**config.mk**
```make
export PLATFORM = sky130hd
export DESIGN_NAME = rx_decoder_top
export DESIGN_NICKNAME = d
export VERILOG_FILES = /design/src/logic/rx_decoder_pkg.sv /design/src/logic/rx_frame_parser.sv /design/src/logic/rx_word_packer.sv /design/src/logic/rx_decoder_top.sv
export SDC_FILE = /design/constraint.sdc
export NUM_CORES = 1
export LEC_CHECK = 0
export BUFFER_PORTS_ARGS = -buffer_cell sky130_fd_sc_hd__buf_2
export CORE_MARGIN = 4
export CORE_UTILIZATION = 45
export DETAILED_ROUTE_END_ITERATION = 16
export GPL_TIMING_DRIVEN = 0
export HOLD_SLACK_MARGIN = 0.06
export PLACE_DENSITY = 0.66
export SKIP_LAST_GASP = 1
export SLEW_MARGIN = 20
export SYNTH_ARGS = -nofsm -noshare
export SYNTH_HDL_FRONTEND = slang
export SYNTH_SLANG_ARGS = --single-unit
```
**constraint.sdc**
```tcl
create_clock -name axi_tclk -period 4.71 [get_ports axi_tclk]
set_clock_uncertainty 0.1 [all_clocks]
set_input_delay 0 -clock axi_tclk [delete_from_list [all_inputs] [get_ports axi_tclk]]
set_output_delay 0 -clock axi_tclk [all_outputs]
set_load 0.005 [all_outputs]
```
**src/logic/rx_decoder_pkg.sv**
```systemverilog
/*
 shared field lengths and beat types for the ethernet receive decoder,
 imported by the parser, the word packer and the top level
*/

package rx_decoder_pkg;

   ////////////////////////////////////////////////////////////////////////////
   // header field lengths in bytes
   localparam int mac_bytes     = 6;
   localparam int type_bytes    = 2;
   localparam int size_bytes    = 2;
   localparam int counter_bytes = 2;
   // payload bytes packed per output word
   localparam int word_bytes    = 4;

   typedef logic [8*mac_bytes-1:0]     mac_addr_t;
   typedef logic [8*size_bytes-1:0]    pkt_size_t;
   typedef logic [8*counter_bytes-1:0] pkt_counter_t;

   ////////////////////////////////////////////////////////////////////////////
   // input beat, one byte per transfer
   typedef struct packed {
      logic [7:0] data;
      logic       last;
   } rx_byte_t;

   // parser to packer beat
   typedef struct packed {
      logic [7:0]   data;
      logic         last_of_frame;
      pkt_counter_t counter;
   } payload_byte_t;

   // output beat, first payload byte in bits 7:0
   typedef struct packed {
      logic [8*word_bytes-1:0] data;
      logic                    last;
      pkt_counter_t            counter;
   } rx_word_t;

   // header walk, payload pass-through, and swallow of foreign frames
   typedef enum logic [2:0] {
      dest_addr,
      src_addr,
      ether_type,
      size_field,
      counter_field,
      payload,
      discard
   } parse_state_t;

endpackage

```
**src/logic/rx_frame_parser.sv**
```systemverilog
/*
 byte level frame parser that filters on destination mac and captures size and
 counter, then passes payload bytes through with zero latency to the word packer
*/

`timescale 1ns/100ps

module rx_frame_parser
   import rx_decoder_pkg::*;
#(
   parameter mac_addr_t station_addr = 48'hda0102030405
) (
   input  logic          axi_tclk,
   input  logic          axi_treset,
   input  logic          enable,
   input  rx_byte_t      rx_byte,
   input  logic          rx_valid,
   output logic          rx_ready,
   output payload_byte_t pay_byte,
   output logic          pay_valid,
   input  logic          pay_ready
);

   // wide enough for the longest header field
   localparam int cnt_w = $clog2(mac_bytes);

   parse_state_t     state;
   logic [cnt_w-1:0] field_cnt;
   logic             field_end;
   logic             armed;
   logic             take;
   // up to five address bytes taken so far
   logic [8*(mac_bytes-1)-1:0] dest_shift;
   mac_addr_t        addr_next;
   logic             addr_match;
   pkt_size_t        pkt_size;
   pkt_counter_t     pkt_counter;
   pkt_size_t        remaining;
   logic             final_byte;

   ////////////////////////////////////////////////////////////////////////////
   // input handshake

   // low for one cycle after reset and high from then on
   always_ff @(posedge axi_tclk) begin
      if (axi_treset) begin
         armed <= 1'b0;
      end else begin
         armed <= 1'b1;
      end
   end

   always_comb begin
      case (state)
         // enable only gates the start of a new frame
         dest_addr: rx_ready = armed & (enable | (field_cnt != '0));
         src_addr, ether_type, size_field, counter_field: rx_ready = 1'b1;
         // keep swallowing to the end of a foreign frame
         discard: rx_ready = 1'b1;
         // payload stalls with the packer
         payload: rx_ready = pay_ready;
         default: rx_ready = 1'b0;
      endcase
   end

   assign take = rx_valid & rx_ready;

   ////////////////////////////////////////////////////////////////////////////
   // field byte counting

   // end of the current header field
   always_comb begin
      case (state)
         dest_addr, src_addr: field_end = (field_cnt == cnt_w'(mac_bytes - 1));
         ether_type:          field_end = (field_cnt == cnt_w'(type_bytes - 1));
         size_field:          field_end = (field_cnt == cnt_w'(size_bytes - 1));
         counter_field:       field_end = (field_cnt == cnt_w'(counter_bytes - 1));
         default:             field_end = 1'b0;
      endcase
   end

   // address with the bus byte shifted in msb first
   assign addr_next  = {dest_shift, rx_byte.data};
   assign addr_match = (addr_next == station_addr);

   // last payload byte of the frame
   assign final_byte = (remaining == pkt_size_t'(1));

   ////////////////////////////////////////////////////////////////////////////
   // state machine

   always_ff @(posedge axi_tclk) begin
      if (axi_treset) begin
         state     <= dest_addr;
         field_cnt <= '0;
         remaining <= '0;
      end else if (take) begin
         case (state)
            dest_addr: begin
               if (field_end) begin
                  field_cnt <= '0;
                  // decision on the sixth address byte
                  state     <= addr_match ? src_addr : discard;
               end else begin
                  field_cnt <= field_cnt + 1'b1;
               end
            end
            src_addr: begin
               if (field_end) begin
                  field_cnt <= '0;
                  state     <= ether_type;
               end else begin
                  field_cnt <= field_cnt + 1'b1;
               end
            end
            ether_type: begin
               if (field_end) begin
                  field_cnt <= '0;
                  state     <= size_field;
               end else begin
                  field_cnt <= field_cnt + 1'b1;
               end
            end
            size_field: begin
               if (field_end) begin
                  field_cnt <= '0;
                  state     <= counter_field;
               end else begin
                  field_cnt <= field_cnt + 1'b1;
               end
            end
            counter_field: begin
               if (field_end) begin
                  field_cnt <= '0;
                  // size covers the counter bytes as well
                  remaining <= pkt_size - pkt_size_t'(counter_bytes);
                  state     <= payload;
               end else begin
                  field_cnt <= field_cnt + 1'b1;
               end
            end
            payload: begin
               remaining <= remaining - 1'b1;
               if (final_byte) begin
                  state <= dest_addr;
               end
            end
            discard: begin
               if (rx_byte.last) begin
                  state <= dest_addr;
               end
            end
            default: begin
               state     <= dest_addr;
               field_cnt <= '0;
            end
         endcase
      end
   end

   ////////////////////////////////////////////////////////////////////////////
   // header field capture

   always_ff @(posedge axi_tclk) begin
      if (take) begin
         if (state == dest_addr) begin
            dest_shift <= addr_next[8*(mac_bytes-1)-1:0];
         end
         // size is big endian
         if (state == size_field) begin
            pkt_size <= {pkt_size[7:0], rx_byte.data};
         end
         // counter is little endian so each byte shifts in from the top
         if (state == counter_field) begin
            pkt_counter <= {rx_byte.data, pkt_counter[8*counter_bytes-1:8]};
         end
      end
   end

   ////////////////////////////////////////////////////////////////////////////
   // payload stream to the packer

   assign pay_valid              = rx_valid & (state == payload);
   assign pay_byte.data          = rx_byte.data;
   assign pay_byte.last_of_frame = final_byte;
   assign pay_byte.counter       = pkt_counter;

endmodule

```
**src/logic/rx_word_packer.sv**
```systemverilog
/*
 packs payload bytes into 32 bit words, first byte in the low lane,
 with a one deep output register that holds against back-pressure
*/

`timescale 1ns/100ps

module rx_word_packer
   import rx_decoder_pkg::*;
(
   input  logic          axi_tclk,
   input  logic          axi_treset,
   input  payload_byte_t pay_byte,
   input  logic          pay_valid,
   output logic          pay_ready,
   output rx_word_t      out_word,
   output logic          out_valid,
   input  logic          out_ready
);

   localparam int lane_w = $clog2(word_bytes);

   logic [lane_w-1:0]             lane;
   logic                          lane_full;
   // lower lanes only, the top byte goes straight to the output
   logic [8*(word_bytes-1)-1:0]   asm_data;
   pkt_counter_t                  asm_counter;
   logic                          out_free;
   logic                          take;

   ////////////////////////////////////////////////////////////////////////////
   // byte side handshake

   assign lane_full = (lane == lane_w'(word_bytes - 1));
   // output register empty or emptying this cycle
   assign out_free  = ~out_valid | out_ready;
   // only the closing byte waits on the output register
   assign pay_ready = ~lane_full | out_free;
   assign take      = pay_valid & pay_ready;

   // lane pointer, wraps after each word
   always_ff @(posedge axi_tclk) begin
      if (axi_treset) begin
         lane <= '0;
      end else if (take) begin
         lane <= lane + 1'b1;
      end
   end

   ////////////////////////////////////////////////////////////////////////////
   // assembly register

   always_ff @(posedge axi_tclk) begin
      if (take && !lane_full) begin
         asm_data[8*lane +: 8] <= pay_byte.data;
      end
      // counter taken from the first byte of each word
      if (take && lane == '0) begin
         asm_counter <= pay_byte.counter;
      end
   end

   ////////////////////////////////////////////////////////////////////////////
   // output hold stage

   always_ff @(posedge axi_tclk) begin
      if (axi_treset) begin
         out_valid <= 1'b0;
      end else if (take && lane_full) begin
         out_valid <= 1'b1;
      end else if (out_ready) begin
         out_valid <= 1'b0;
      end
   end

   // word completes on the fourth byte
   always_ff @(posedge axi_tclk) begin
      if (take && lane_full) begin
         out_word.data    <= {pay_byte.data, asm_data};
         // frame end comes from the parser only
         out_word.last    <= pay_byte.last_of_frame;
         out_word.counter <= asm_counter;
      end
   end

endmodule

```
**src/logic/rx_decoder_top.sv**
```systemverilog
/*
 receive decoder top level, joins the frame parser and the word packer
 and sets the station address that frames are filtered on
*/

`timescale 1ns/100ps

module rx_decoder_top
   import rx_decoder_pkg::*;
#(
   // frames for any other destination are dropped
   parameter mac_addr_t station_addr = 48'hda0102030405
) (
   input  logic     axi_tclk,
   input  logic     axi_treset,
   input  logic     enable,
   // byte stream in
   input  rx_byte_t rx_byte,
   input  logic     rx_valid,
   output logic     rx_ready,
   // word stream out
   output rx_word_t out_word,
   output logic     out_valid,
   input  logic     out_ready
);

   ////////////////////////////////////////////////////////////////////////////
   // parser to packer link
   payload_byte_t pay_byte;
   logic          pay_valid;
   logic          pay_ready;

   // header walk and address filter
   rx_frame_parser #(
      .station_addr (station_addr)
   ) u_parser (
      .axi_tclk   (axi_tclk),
      .axi_treset (axi_treset),
      .enable     (enable),
      .rx_byte    (rx_byte),
      .rx_valid   (rx_valid),
      .rx_ready   (rx_ready),
      .pay_byte   (pay_byte),
      .pay_valid  (pay_valid),
      .pay_ready  (pay_ready)
   );

   // byte to word repack
   rx_word_packer u_packer (
      .axi_tclk   (axi_tclk),
      .axi_treset (axi_treset),
      .pay_byte   (pay_byte),
      .pay_valid  (pay_valid),
      .pay_ready  (pay_ready),
      .out_word   (out_word),
      .out_valid  (out_valid),
      .out_ready  (out_ready)
   );

endmodule

```
### Yosys cells after proc, flatten, opt, wreduce, memory -nomap -nowiden

Index checks and enable logic that the tools add are counted.

| word-level totals | value |
|---|---|
| register bits after elaboration | 187 |
| output and inout port bits | 51 |
| word-level logic and storage cells | 88 |

| cells by class | value |
|---|---|
| add/sub/neg operators | 5 |
| equality and inequality tests | 18 |
| shift-type cells | 2 |
| multiplexer cells | 19 |
| bitwise gates (word level) | 10 |
| reductions and logical operators | 20 |

Operator list:

| operator | number |
|---|---|
| $eq 48x48->1 const B | 1 |
| $neg 5->34 | 1 |
| $shift 8x34->24 const A | 1 |
| $shiftx 8x34->24 | 1 |
| $pmux 16 s2 | 1 |
| $mux 3 | 9 |
| $bwmux 24 | 1 |
| $pmux 3 s7 | 1 |
| $eq 16x1->1 const B | 1 |
| $mux 16 | 1 |
| $sub 16x1->16 const B | 1 |
| $sub 16x2->16 const B | 1 |
| $eq 3x3->1 const B | 4 |
| $ne 2x1->1 const B | 6 |
| $reduce_or 5->1 | 2 |
| $reduce_and 2->1 | 4 |
| $reduce_and 8->1 | 1 |
| $eq 3x1->1 const B | 2 |
| $eq 3x2->1 const B | 2 |
| $pmux 3 s2 | 1 |
| $and 1x1->1 | 4 |
| $reduce_bool 2->1 | 2 |
| $reduce_or 2->1 | 2 |
| $add 3x1->3 const B | 1 |
| 15 further kinds | 23 |

### Depth between registers and ports, before layout

Gate-level depths: netlist of run 1.

| depth | value |
|---|---|
| depth after elaboration | 6 |
| gate-level depth with buffers | 8 |
| mapped depth without buffers | 7 |

### Cells and area by module

From an unflattened synthesis of run 1, not the netlist that was laid out.

| unflattened totals | value |
|---|---|
| cell total of the unflattened synthesis | 495 |
| area total of the unflattened synthesis | 7312.0 um^2 |

Modules (own cells, without submodules):

| module | instances | cells each | area each (um^2) |
|---|---|---|---|
| rx_frame_parser | 1 | 349 | 4184.0 |
| rx_word_packer | 1 | 146 | 3128.0 |

### Worst setup path before layout of run 1

OpenSTA, ideal clock, no wires.

| timing path | value |
|---|---|
| path kind | reg2reg |
| start point | register u_parser.field_cnt[0] |
| end point | register u_parser.dest_shift[0], enable pin |
| library setup time | 0.487 ns |
| data arrival time | 3.846 ns |
| path slack | 0.277 ns |
| stages on the path, launching flop included | 8 |
| buffers on the path | 0 |
| clock period less this slack | 4.433 ns |
| path through | dfxtp_1 inv_1 ha_1 or3b_2 a211o_1 and2_1 nand2_1 nor3_1 |

| on the way | value |
|---|---|
| word-level cells in the longest chain between the ends | 6 |

Ends and longest elaborated chain:

| item | RTL line | RTL |
|---|---|---|
| start: declaration | rx_frame_parser.sv:28 | `logic [cnt_w-1:0] field_cnt;` |
| start signal: assignment | rx_frame_parser.sv:105 | `field_cnt <= field_cnt + 1'b1;` |
| start signal: assignment | rx_frame_parser.sv:113 | `field_cnt <= field_cnt + 1'b1;` |
| start signal: assignment | rx_frame_parser.sv:121 | `field_cnt <= field_cnt + 1'b1;` |
| $reduce_bool 3->1 | rx_frame_parser.sv:56 | `dest_addr: rx_ready = armed & (enable \| (field_cnt != '0));` |
| $or 1x1->1 | rx_frame_parser.sv:56 |  |
| $and 1x1->1 | rx_frame_parser.sv:56 |  |
| $pmux 1 s3 | rx_frame_parser.sv:54 | `case (state)` |
| named net rx_ready | rx_decoder_top.sv:20 | `output logic rx_ready,` |
| $and 1x1->1 | rx_frame_parser.sv:66 | `assign take = rx_valid & rx_ready;` |
| $reduce_and 2->1 (no source line) | - |  |
| end signal: assignment | rx_frame_parser.sv:167 | `dest_shift <= addr_next[8*(mac_bytes-1)-1:0];` |
| end: declaration | rx_frame_parser.sv:33 | `logic [8*(mac_bytes-1)-1:0] dest_shift;` |

The timed path passes the listed nets, and every way through them passes these cells.
A chain may end at the register's enable or synchronous reset.

### Worst setup path after layout of run 1

| timing path | value |
|---|---|
| start point | register u_parser.state[2] |
| end point | register u_packer.out_valid |

| on the way | value |
|---|---|
| word-level cells in the longest chain between the ends | 5 |
| elaborated cells between the ends (all ways) | 6 |
| classes of those cells | 1 x eq/ne; 1 x mux; 2 x bitwise; 2 x reduce/logical |

Ends and longest elaborated chain:

| item | RTL line | RTL |
|---|---|---|
| start: declaration | rx_frame_parser.sv:27 | `parse_state_t state;` |
| start signal: assignment | rx_frame_parser.sv:94 | `state <= dest_addr;` |
| start signal: assignment | rx_frame_parser.sv:103 | `state <= addr_match ? src_addr : discard;` |
| start signal: assignment | rx_frame_parser.sv:111 | `state <= ether_type;` |
| $eq 3x3->1 (*) | rx_frame_parser.sv:183 | `assign pay_valid = rx_valid & (state == payload);` |
| $and 1x1->1 (*) | rx_frame_parser.sv:183 |  |
| $and 1x1->1 (*) | rx_word_packer.sv:39 | `assign take = pay_valid & pay_ready;` |
| $logic_and 1x1->1 (*) | rx_word_packer.sv:69 | `end else if (take && lane_full) begin` |
| $mux 1 / $reduce_bool 2->1 (equally long branches) | - |  |
| end signal: assignment | rx_word_packer.sv:68 | `out_valid <= 1'b0;` |
| end signal: assignment | rx_word_packer.sv:70 | `out_valid <= 1'b1;` |
| end signal: assignment | rx_word_packer.sv:72 | `out_valid <= 1'b0;` |
| end: declaration | rx_word_packer.sv:17 | `output logic out_valid,` |

Mark *: on every way between the ends. The rest lies on a longest branch, timed or not.

==> results by group, run 1 <==
Run status
  • Outcome: finished clean

Pwr
  • Tot Pwr: ~3.3 mW
  • VDD IR-drop max: 285 uV
  • PD cells: 388 nW/um2
  • Leakage: a little under 3 nW

Global route
  • Initial antenna violation count: 0
  • First-pass GRT wire length: about 22000 um
  • GRT Resource Usage Total: 0.162
  • Grt ovf: 0
  • Largest net degree at the start of global routing: 51
  • Vias in the first global route: ~4100

Timing
  • Final hold slack: 0.265 ns
  • Final setup fails: 0
  • Pins Over Slew Limit: 0
  • Total negative setup slack: 0 ns
  • Fmax: ~340 MHz
  • RSZ-0062 raised after global routing: false
  • Minimum clock period: between 2 and 3 ns
  • Tcrit/Tclk final: 0.625
  • Final count of hold timing violations: 0
  • Slew @ Worst Pin: 0.912 ns
  • Slew HR: 0.391

Synthesis
  • Yosys warns: 0
  • Post-Synthesis Cell Area: 7120 um2
  • Number of distinct library cells after synthesis: 59
  • Post-synth top area cell: edfxtp_1
  • EDFF count, synth: 161
  • Share of the yosys chip area belonging to registers: 0.752
  • Synth area leaders: edfxtp_1 68%, dfxtp_1 7.3%, and2_1 2.9%, nor2_1 1.8%, ha_1 1.8%
  • Fraction of registers with async set/reset: 0
  • Post-Syn Instances: 473
  • Synth Area per Inst: 15.0 um2
  • Top FF cell, synth: edfxtp_1
  • Top post-synthesis cells by count: 161 x edfxtp_1, 34 x nor2_1, 33 x and2_1
  • #FFs+latches synth: 187
  • Syn_nets: 497
  • Area share of the largest cell type after synthesis: 0.679
  • Most frequent cell after synthesis: edfxtp_1

Die
  • Starting Density: 0.463
  • Cell Rows: 45
  • Die Wd: 134 um
  • Die area: 17900 um2
  • Die H: around 130 um
  • # IOs: 65
  • Core box area: around 15000 um2

Clock network
  • CTS tree: yes
  • Worst skew pair latency: 0.42 ns
  • Clk sink count: about 190
  • H-Tree Depth: 4
  • Worst-case clock buffer depth: 2
  • Setup repair bufs after CTS: 0
  • CTS resizes: 0
  • Hold bufs inserted after CTS: 12
  • Root Buffer Master: clkbuf_16
  • CTS Buf Count: 17
  • Worst-path clk slew: 0.07 ns

Detailed routing
  • DRT Pass-1 Iters: 4
  • Remaining antenna violation count after routing: 0
  • Drt via density: around 5.3
  • Initial DRC Count: 242
  • DR vias: 4206
  • Routed len/inst: 17.6 um
  • Final wirelength: 14000 um
  • DRC violations left: 0

Setup path
  • Max incr delay on CP: 0.66 ns
  • CP endpoint kind: flop
  • Worst Path Required: 4.98 ns
  • Slowest cell on crit path: and2_4
  • Crit Path Class: reg2reg
  • Flop-to-flop setup slack: approximately 1.8 ns
  • CP cell instances: clkbuf_1 -> nand2_1 -> nor2_1 -> and3_1 -> and2_4 -> o21a_1 -> dlygate4sd3_1
  • Worst EP arrival: 3.21 ns
  • CP Launch Type: flop
  • Worst-path maximum fanout: 50

Placed design
  • Placed cell area: 7730 um2
  • IO buf count: 64
  • GPL Wtd Cong: 0.903
  • HPWL Detailed: 9380 um

Final layout
  • Final nets: roughly 600
  • Fin area: 8440 um2
  • P&R area growth vs syn: 18.6%
  • N_diodes: 0
  • Share of cells above drive strength 1: 0.195

Flow run
  • Max-Cap Viols: 0

Hold path
  • HP Class: in2reg
==> flip-flops by register name, summed over array words and instances (netlist names), 3 cells and up <==
signal / count
u_parser.state: 3
u_parser.dest_shift: 40
u_packer.out_word: 49
u_parser.pkt_size: 16
u_packer.asm_counter: 16
u_packer.asm_data: 24
u_parser.pkt_counter: 16
u_parser.remaining: 16
u_parser.field_cnt: 3
==> per-layer routing <==
| layer | up-vias | global-route usage | share of wire | wire [um] |
|---|---|---|---|---|
| met5 | - | 0 | 0 | 0 |
| met4 | 0 | 0.0617 | 0.013 | 177 |
| met3 | 13 | 0.0381 | 0.057 | 796 |
| met2 | 146 | 0.256 | 0.48 | 6720 |
| met1 | 2047 | 0.219 | 0.45 | 6300 |
| li1 | 2000 | - | - | - |
==> worst max-delay path: cells and delay by family (launching register included) <==
kind / cells / cell delay (ns)
buffers and inverters: 2 / 0.90
AOI/OAI and AO/OA: 1 / 0.19
DFF: 1 / 0.37
and+or+nand+nor: 4 / 1.34
==> final cells by class <==
class	count	area [um2]
clock inverters	14	158
repair buffers	79	463
plain buffers	14	53.8
fillers	1227	6930
multi-input cells	257	1660
well taps	211	264
clock buffers	18	429
inverters	15	56.3
flip-flops and latches	187	5360
==> final timing paths <==
path / depth (start not counted) / from / to
worst min register to register: 0 / u_packer.asm_data[14]$_DFFE_PP_ / u_packer.out_word[31]$_DFFE_PP_
worst min-delay path: 5 / rx_byte[0] / u_parser.state[0]$_SDFFE_PP0P_
worst max register to register: 7 / u_parser.state[2]$_SDFFE_PP0P_ / u_packer.out_valid$_SDFFE_PP0P_
worst max-delay path: 7 / u_parser.state[2]$_SDFFE_PP0P_ / u_packer.out_valid$_SDFFE_PP0P_
==> through the flow <==
stage	util	std cells	setup slack, ns
final	0.549	795	1.77
after detailed placement	0.503	751	1.91
after CTS	0.549	795	1.79
after global placement	0.501	748	-0.618
after floorplan	-	473	0.277
after global routing	0.549	795	1.51
==> where the power goes <==
| part | internal, mW | switching [mW] |
|---|---|---|
| Sequential | 1.80 | 0.00612 |
| Clock | 0.796 | 0.626 |
| Combinational | 0.0207 | 0.0331 |
| Total | 2.61 | 0.665 |
==> logic make-up after synthesis <==
| family | count (synthesis) | share of synthesized area |
|---|---|---|
| AND/OR/NAND/NOR | 158 | 0.129 |
| AO/OA/AOI/OAI | 72 | 0.0636 |
| XOR/XNOR | 13 | 0.0160 |
| buffers and inverters | 29 | 0.0155 |
| adder cells (fa/ha/maj) | 10 | 0.0176 |
| multiplexers | 4 | 0.00563 |
| flip-flops | 187 | 0.752 |
==> cells in the final DEF, fill, tap and decap left out, types with 17 or more instances in the layout <==
cell type  synthesis  routed
a21oi_1           19      19
clkbuf_16          0      17
nand2_1           18      18
nor2_1            34      33
dfxtp_1           26      26
buf_2              1      65
and2_1            33      32
o21ai_0           21      21
edfxtp_1         161     161
(Power assumes the default switching activity.)
==> run 2, diff against run 1 <==
Settings changed: PLACE_DENSITY 0.66 to not set.
Clock period 4.71 ns to 3 ns, I/O delays scaled along.
==> results by group, run 2 (same netlist as run 1, synthesis figures left out) <==
Timing
  • RSZ-0062 raised after global routing: false
  • Minimum clock period: 2.80 ns
  • Slew HR: 0.407
  • Tcrit/Tclk final: 0.934
  • Final hold slack: about 0.31 ns
  • Slew @ Worst Pin: 0.889 ns
  • Final setup fails: 0
  • Pins Over Slew Limit: 0
  • Final count of hold timing violations: 0
  • Total negative setup slack: 0 ns
  • Fmax: 357 MHz

Clock network
  • Worst-path clk slew: 0.07 ns
  • Root Buffer Master: clkbuf_16
  • Setup repair bufs after CTS: 0
  • CTS resizes: 0
  • Clk sink count: about 190
  • Worst-case clock buffer depth: 2
  • CTS tree: yes
  • Worst skew pair latency: 0.42 ns
  • CTS Buf Count: 17
  • H-Tree Depth: 4

Die
  • # IOs: between 60 and 70
  • Starting Density: 0.463
  • Cell Rows: 45
  • Core box area: 15400 um2
  • Die Wd: around 130 um
  • Die area: 17900 um2
  • Die H: 134 um

Global route
  • GRT Resource Usage Total: 0.159
  • Initial antenna violation count: 0
  • Grt ovf: 0
  • Largest net degree at the start of global routing: 51
  • First-pass GRT wire length: 21800 um
  • Vias in the first global route: 4047

Pwr
  • Sequential share of power: 0.560
  • PD cells: approximately 600 nW/um2
  • Internal: 4.02 mW
  • Combinational Power Share: 0.017
  • Leakage: 2.86 nW
  • Net Sw Power: approximately 1.0 mW
  • VDD IR-drop max: 413 uV
  • Switching Share: 0.205
  • Clock share of power: 0.423

Hold path
  • HP Class: in2reg

Detailed routing
  • DRT Pass-1 Iters: 5
  • Final wirelength: 14000 um
  • DR vias: 4280
  • DRC violations left: 0
  • Routed len/inst: 17.7 um
  • Remaining antenna violation count after routing: 0
  • Drt via density: 5.40
  • Initial DRC Count: 258

Final layout
  • Most frequent cells in the layout: 161 x edfxtp_1, 65 x buf_2, 33 x nor2_1, 32 x and2_1, 26 x dfxtp_1
  • FF/Latch Area: 5360 um2
  • Max FFs per register: 49
  • Non-filler cells, final: about 790
  • Share of cells above drive strength 1: 0.192
  • Biggest regs: u_packer.out_word: 49 flops, u_parser.dest_shift: 40 flops, u_packer.asm_data: 24 flops
  • N_diodes: 0
  • P&R area growth vs syn: 18.4%
  • Most common cell after layout, fill and taps aside: edfxtp_1
  • Fillers: 1253
  • Fin area: 8430 um2
  • Multi-input gate area: 1670 um2
  • Largest register by flop count: u_packer.out_word
  • Fin util: 0.548
  • Final nets: 593

Setup path
  • Worst Path Required: just under 3 ns
  • Slowest cell on crit path: clkbuf_1
  • Crit Path Class: reg2reg
  • Worst EP arrival: 2.78 ns
  • CP cell instances: clkbuf_1 -> nand2_1 -> nor2_1 -> clkbuf_1 -> nand2_1 -> nor2_1 -> and2_1
  • Max incr delay on CP: between 0.4 and 0.5 ns
  • Top delay family on crit path: simple AND/OR/NAND/NOR gates
  • CP endpoint kind: flop
  • CP bufs+invs: 2
  • Worst-path maximum fanout: 10
  • CP Launch Type: flop

Flow run
  • Max-Cap Viols: 0

Placed design
  • Post-Place Cells: 750
  • Placed cell area: 7750 um2
  • IO buf count: 64
  • HPWL Detailed: 9340 um
  • GPL Wtd Cong: 0.844

Run status
  • Outcome: finished clean
run 2: changes by cell type in the layout (fill, tap and decap cells not counted), sizes merged:
cell / previous run / this run
dlygate4sd3: 12 / 11
inv: 22 / 19
clkinv: 3 / 6
clkinvlp: 2 / 3
bufinv: 2 / 1
buf: 68 / 67
run 2: path summary, 6_finish.rpt:
path | from | end | slack (ns) | depth (start not counted)
setup / recovery | u_parser.state[2]$_SDFFE_PP0P_ | u_packer.asm_data[2]$_DFFE_PP_ | 0.20 | 7
hold / removal | rx_byte[0] | u_parser.state[0]$_SDFFE_PP0P_ | 0.31 | 5
setup reg to reg | u_parser.state[2]$_SDFFE_PP0P_ | u_packer.asm_data[2]$_DFFE_PP_ | 0.20 | 7
hold reg to reg | u_parser.pkt_counter[6]$_DFFE_PP_ | u_packer.asm_counter[6]$_DFFE_PP_ | 0.32 | 0
run 2: metal layers:
layer	global-route usage	vias to the layer above	share of wire
met4	0.0451	0	0.010
met5	0	-	0
li1	-	2001	-
met1	0.222	2091	0.46
met3	0.0453	13	0.067
met2	0.246	175	0.46
run 2: worst min-delay path, stage by stage:
cell and delay, ns:
buf_2 0.11, o41a_1 0.31, nand4_1 0.17, or4_1 0.14, o2bb2ai_1 0.06
run 2: per-stage QoR:
| stage | setup slack, ns | total power [mW] |
|---|---|---|
| 6_report | 0.198 | 5.05 |
| 2_1_floorplan | 0.121 | 2.91 |
| 3_3_place_gp | -0.742 | 2.96 |
| 5_1_grt | 0.0161 | 5.22 |
| 3_5_place_dp | 0.279 | 2.96 |
| 4_1_cts | 0.276 | 5.10 |
run 2: layout make-up:
cell class | instances | area share
multi-input cells | 257 | 0.198
clock inverters | 14 | 0.0165
inverters | 15 | 0.00668
flip-flops and latches | 187 | 0.636
repair buffers | 77 | 0.0546
clock buffers | 18 | 0.0509
plain buffers | 14 | 0.00639
well taps | 211 | 0.0313
run 2: power groups by stage:
stage          Combinational (mW)  Sequential (mW)  Clock (mW)
3_3_place_gp               0.0718             2.89           0
5_1_grt                    0.0955             2.83        2.29
3_5_place_dp               0.0773             2.89           0
4_1_cts                    0.0888             2.83        2.18
6_report                   0.0873             2.83        2.14
2_1_floorplan              0.0317             2.88           0
run 2: repair_timing:
action / 4_1_cts / 5_1_grt
endpoints found under the hold margin: 73 / 0
endpoints found under the setup margin: 0 / 0
hold buffers: 11 / 0
==> run 3, diff against run 2 <==
Settings changed: CORE_UTILIZATION 45 to 59, GPL_TIMING_DRIVEN 0 to not set, PLACE_DENSITY set to 0.79.
==> results by group, run 3 (same netlist as run 1, synthesis figures left out) <==
Run status
  • Outcome: finished clean

Final layout
  • Most common cell after layout, fill and taps aside: edfxtp_1
  • Largest register by flop count: u_packer.out_word
  • FF/Latch Area: roughly 5400 um2
  • Max FFs per register: between 40 and 50
  • Share of cells above drive strength 1: 0.198
  • Final nets: a little under 600
  • Most frequent cells in the layout: 161 x edfxtp_1, 64 x buf_2, 34 x nor2_1, 32 x and2_1, 26 x dfxtp_1
  • Fillers: about 740
  • Multi-input gate area: between 1500 and 2000 um2
  • P&R area growth vs syn: 17.5%
  • Non-filler cells, final: about 720
  • Fin util: 0.720
  • N_diodes: 0
  • Biggest regs: u_packer.out_word: 49 flops, u_parser.dest_shift: 40 flops, u_packer.asm_data: 24 flops

Setup path
  • CP Launch Type: flop
  • Flop-to-flop setup slack: 0.38 ns
  • Worst Path Required: 3.22 ns
  • Reg2reg end: u_parser.field_cnt[1]$_SDFFE_PP0P_
  • Worst-path maximum fanout: 5
  • Worst EP arrival: around 2.9 ns
  • FF-to-FF path depth: 8
  • Crit path launch: u_parser.field_cnt[0]$_SDFFE_PP0P_
  • CP endpoint kind: flop
  • Crit Path Class: reg2reg
  • FF-to-FF Start: u_parser.field_cnt[0]$_SDFFE_PP0P_

Detailed routing
  • DRT Pass-1 Iters: 5
  • DR vias: ~4200
  • DRC violations left: 0
  • Routed len/inst: roughly 19 um
  • Drt via density: ~6
  • Final wirelength: around 13000 um
  • Remaining antenna violation count after routing: 0
  • Initial DRC Count: 495

Clock network
  • Worst-path clk slew: 0.07 ns
  • Clk sink count: 187
  • CTS tree: yes
  • Hold bufs inserted after CTS: 12
  • Setup repair bufs after CTS: 0
  • Worst skew pair latency: 0.43 ns
  • Worst-case clock buffer depth: 2
  • CTS resizes: 0
  • CTS Buf Count: 17
  • Root Buffer Master: clkbuf_16
  • H-Tree Depth: 4

Die
  • Die Wd: 118 um
  • Die H: 118 um
  • Core box area: 11600 um2
  • Cell Rows: 39
  • # IOs: 65
  • Starting Density: 0.613
  • Die area: 13900 um2

Placed design
  • IO buf count: 64
  • GPL Wtd Cong: 0.873
  • HPWL Detailed: slightly below 9000 um
  • Post-Place Cells: 674

Timing
  • Final setup fails: 0
  • Pins Over Slew Limit: 0
  • Final count of hold timing violations: 0
  • Fmax: 381 MHz
  • Slew @ Worst Pin: ~0.77 ns
  • Minimum clock period: around 2.6 ns
  • RSZ-0062 raised after global routing: false
  • Tcrit/Tclk final: 0.874
  • Slew HR: 0.483
  • Total negative setup slack: 0 ns

Global route
  • Grt ovf: 0
  • First-pass GRT wire length: 21500 um
  • GRT Resource Usage Total: 0.201
  • Largest net degree at the start of global routing: 43
  • Vias in the first global route: 4131
  • Initial antenna violation count: 0

Hold path
  • Hold Path Depth: 5
  • Min-delay src: rx_byte[0]
  • Worst Hold Endpoint: u_parser.state[0]$_SDFFE_PP0P_
  • HP Class: in2reg

Flow run
  • Max-Cap Viols: 0

Pwr
  • Tot Pwr: 5.15 mW
  • Leakage: between 2 and 3 nW
  • VDD IR-drop max: 419 uV
  • PD cells: 616 nW/um2
[run 3: cell count changes in the layout (fill, tap and decap cells not counted), moves of 2 or more]
cell        previous run  this run
buf_4                  0         7
buf_8                  2         0
bufinv_16              1         3
clkbuf_1              14         3
clkinv_2               1         3
clkinv_4               3         0
clkinvlp_4             3         1
inv_8                  3         0
[run 3: routing by layer]
metal / track usage / part of all wire
met4: 0.0784 / 0.018
met1: 0.276 / 0.43
met3: 0.0586 / 0.076
met2: 0.306 / 0.47
met5: 0 / 0
[run 3: report_power, final]
part | leakage [nW] | switching, mW | internal (mW)
clock network | 0.290 | 0.902 | 1.33
registers | 1.68 | 0.00985 | 2.82
logic | 0.923 | 0.0528 | 0.0309
total | 2.89 | 0.965 | 4.19
[run 3: how the worst max path moves through the flow]
stage,end
2_1_floorplan,u_packer.out_word[0]$_DFFE_PP_
3_3_place_gp,u_parser.dest_shift[34]$_DFFE_PP_
3_5_place_dp,u_parser.dest_shift[35]$_DFFE_PP_
4_1_cts,u_parser.field_cnt[1]$_SDFFE_PP0P_
5_1_grt,u_parser.field_cnt[1]$_SDFFE_PP0P_
6_report,u_parser.field_cnt[1]$_SDFFE_PP0P_
[run 3: through the flow]
stage | setup WS [ns] | hold slack, ns | instance area [um2]
after floorplan | 0.121 | -0.00113 | 7130
after global placement | 0.760 | 0.268 | 7650
after detailed placement | 0.674 | 0.260 | 7650
after CTS | 0.393 | 0.255 | 8360
after global routing | 0.265 | 0.318 | 8360
final | 0.377 | 0.282 | 8360
[run 3: area by class of cell]
class / instances / area share
Clock buffer: 21 / 0.0539
Clock inverter: 11 / 0.0171
Timing Repair Buffer: 84 / 0.0614
Inverter: 15 / 0.00673
Multi-Input combinational cell: 257 / 0.199
Tap cell: 143 / 0.0214
Sequential cell: 187 / 0.641
[run 3: worst max-delay path, cell delays in order, from the launching register on]
cell and delay [ns]:
dfxtp_1 0.36, inv_1 0.07, ha_1 0.14, or3b_2 0.43
a211o_1 0.34, o2111ai_1 0.22, mux2i_1 0.24, nor2_1 0.05
dlygate4sd3_1 0.57
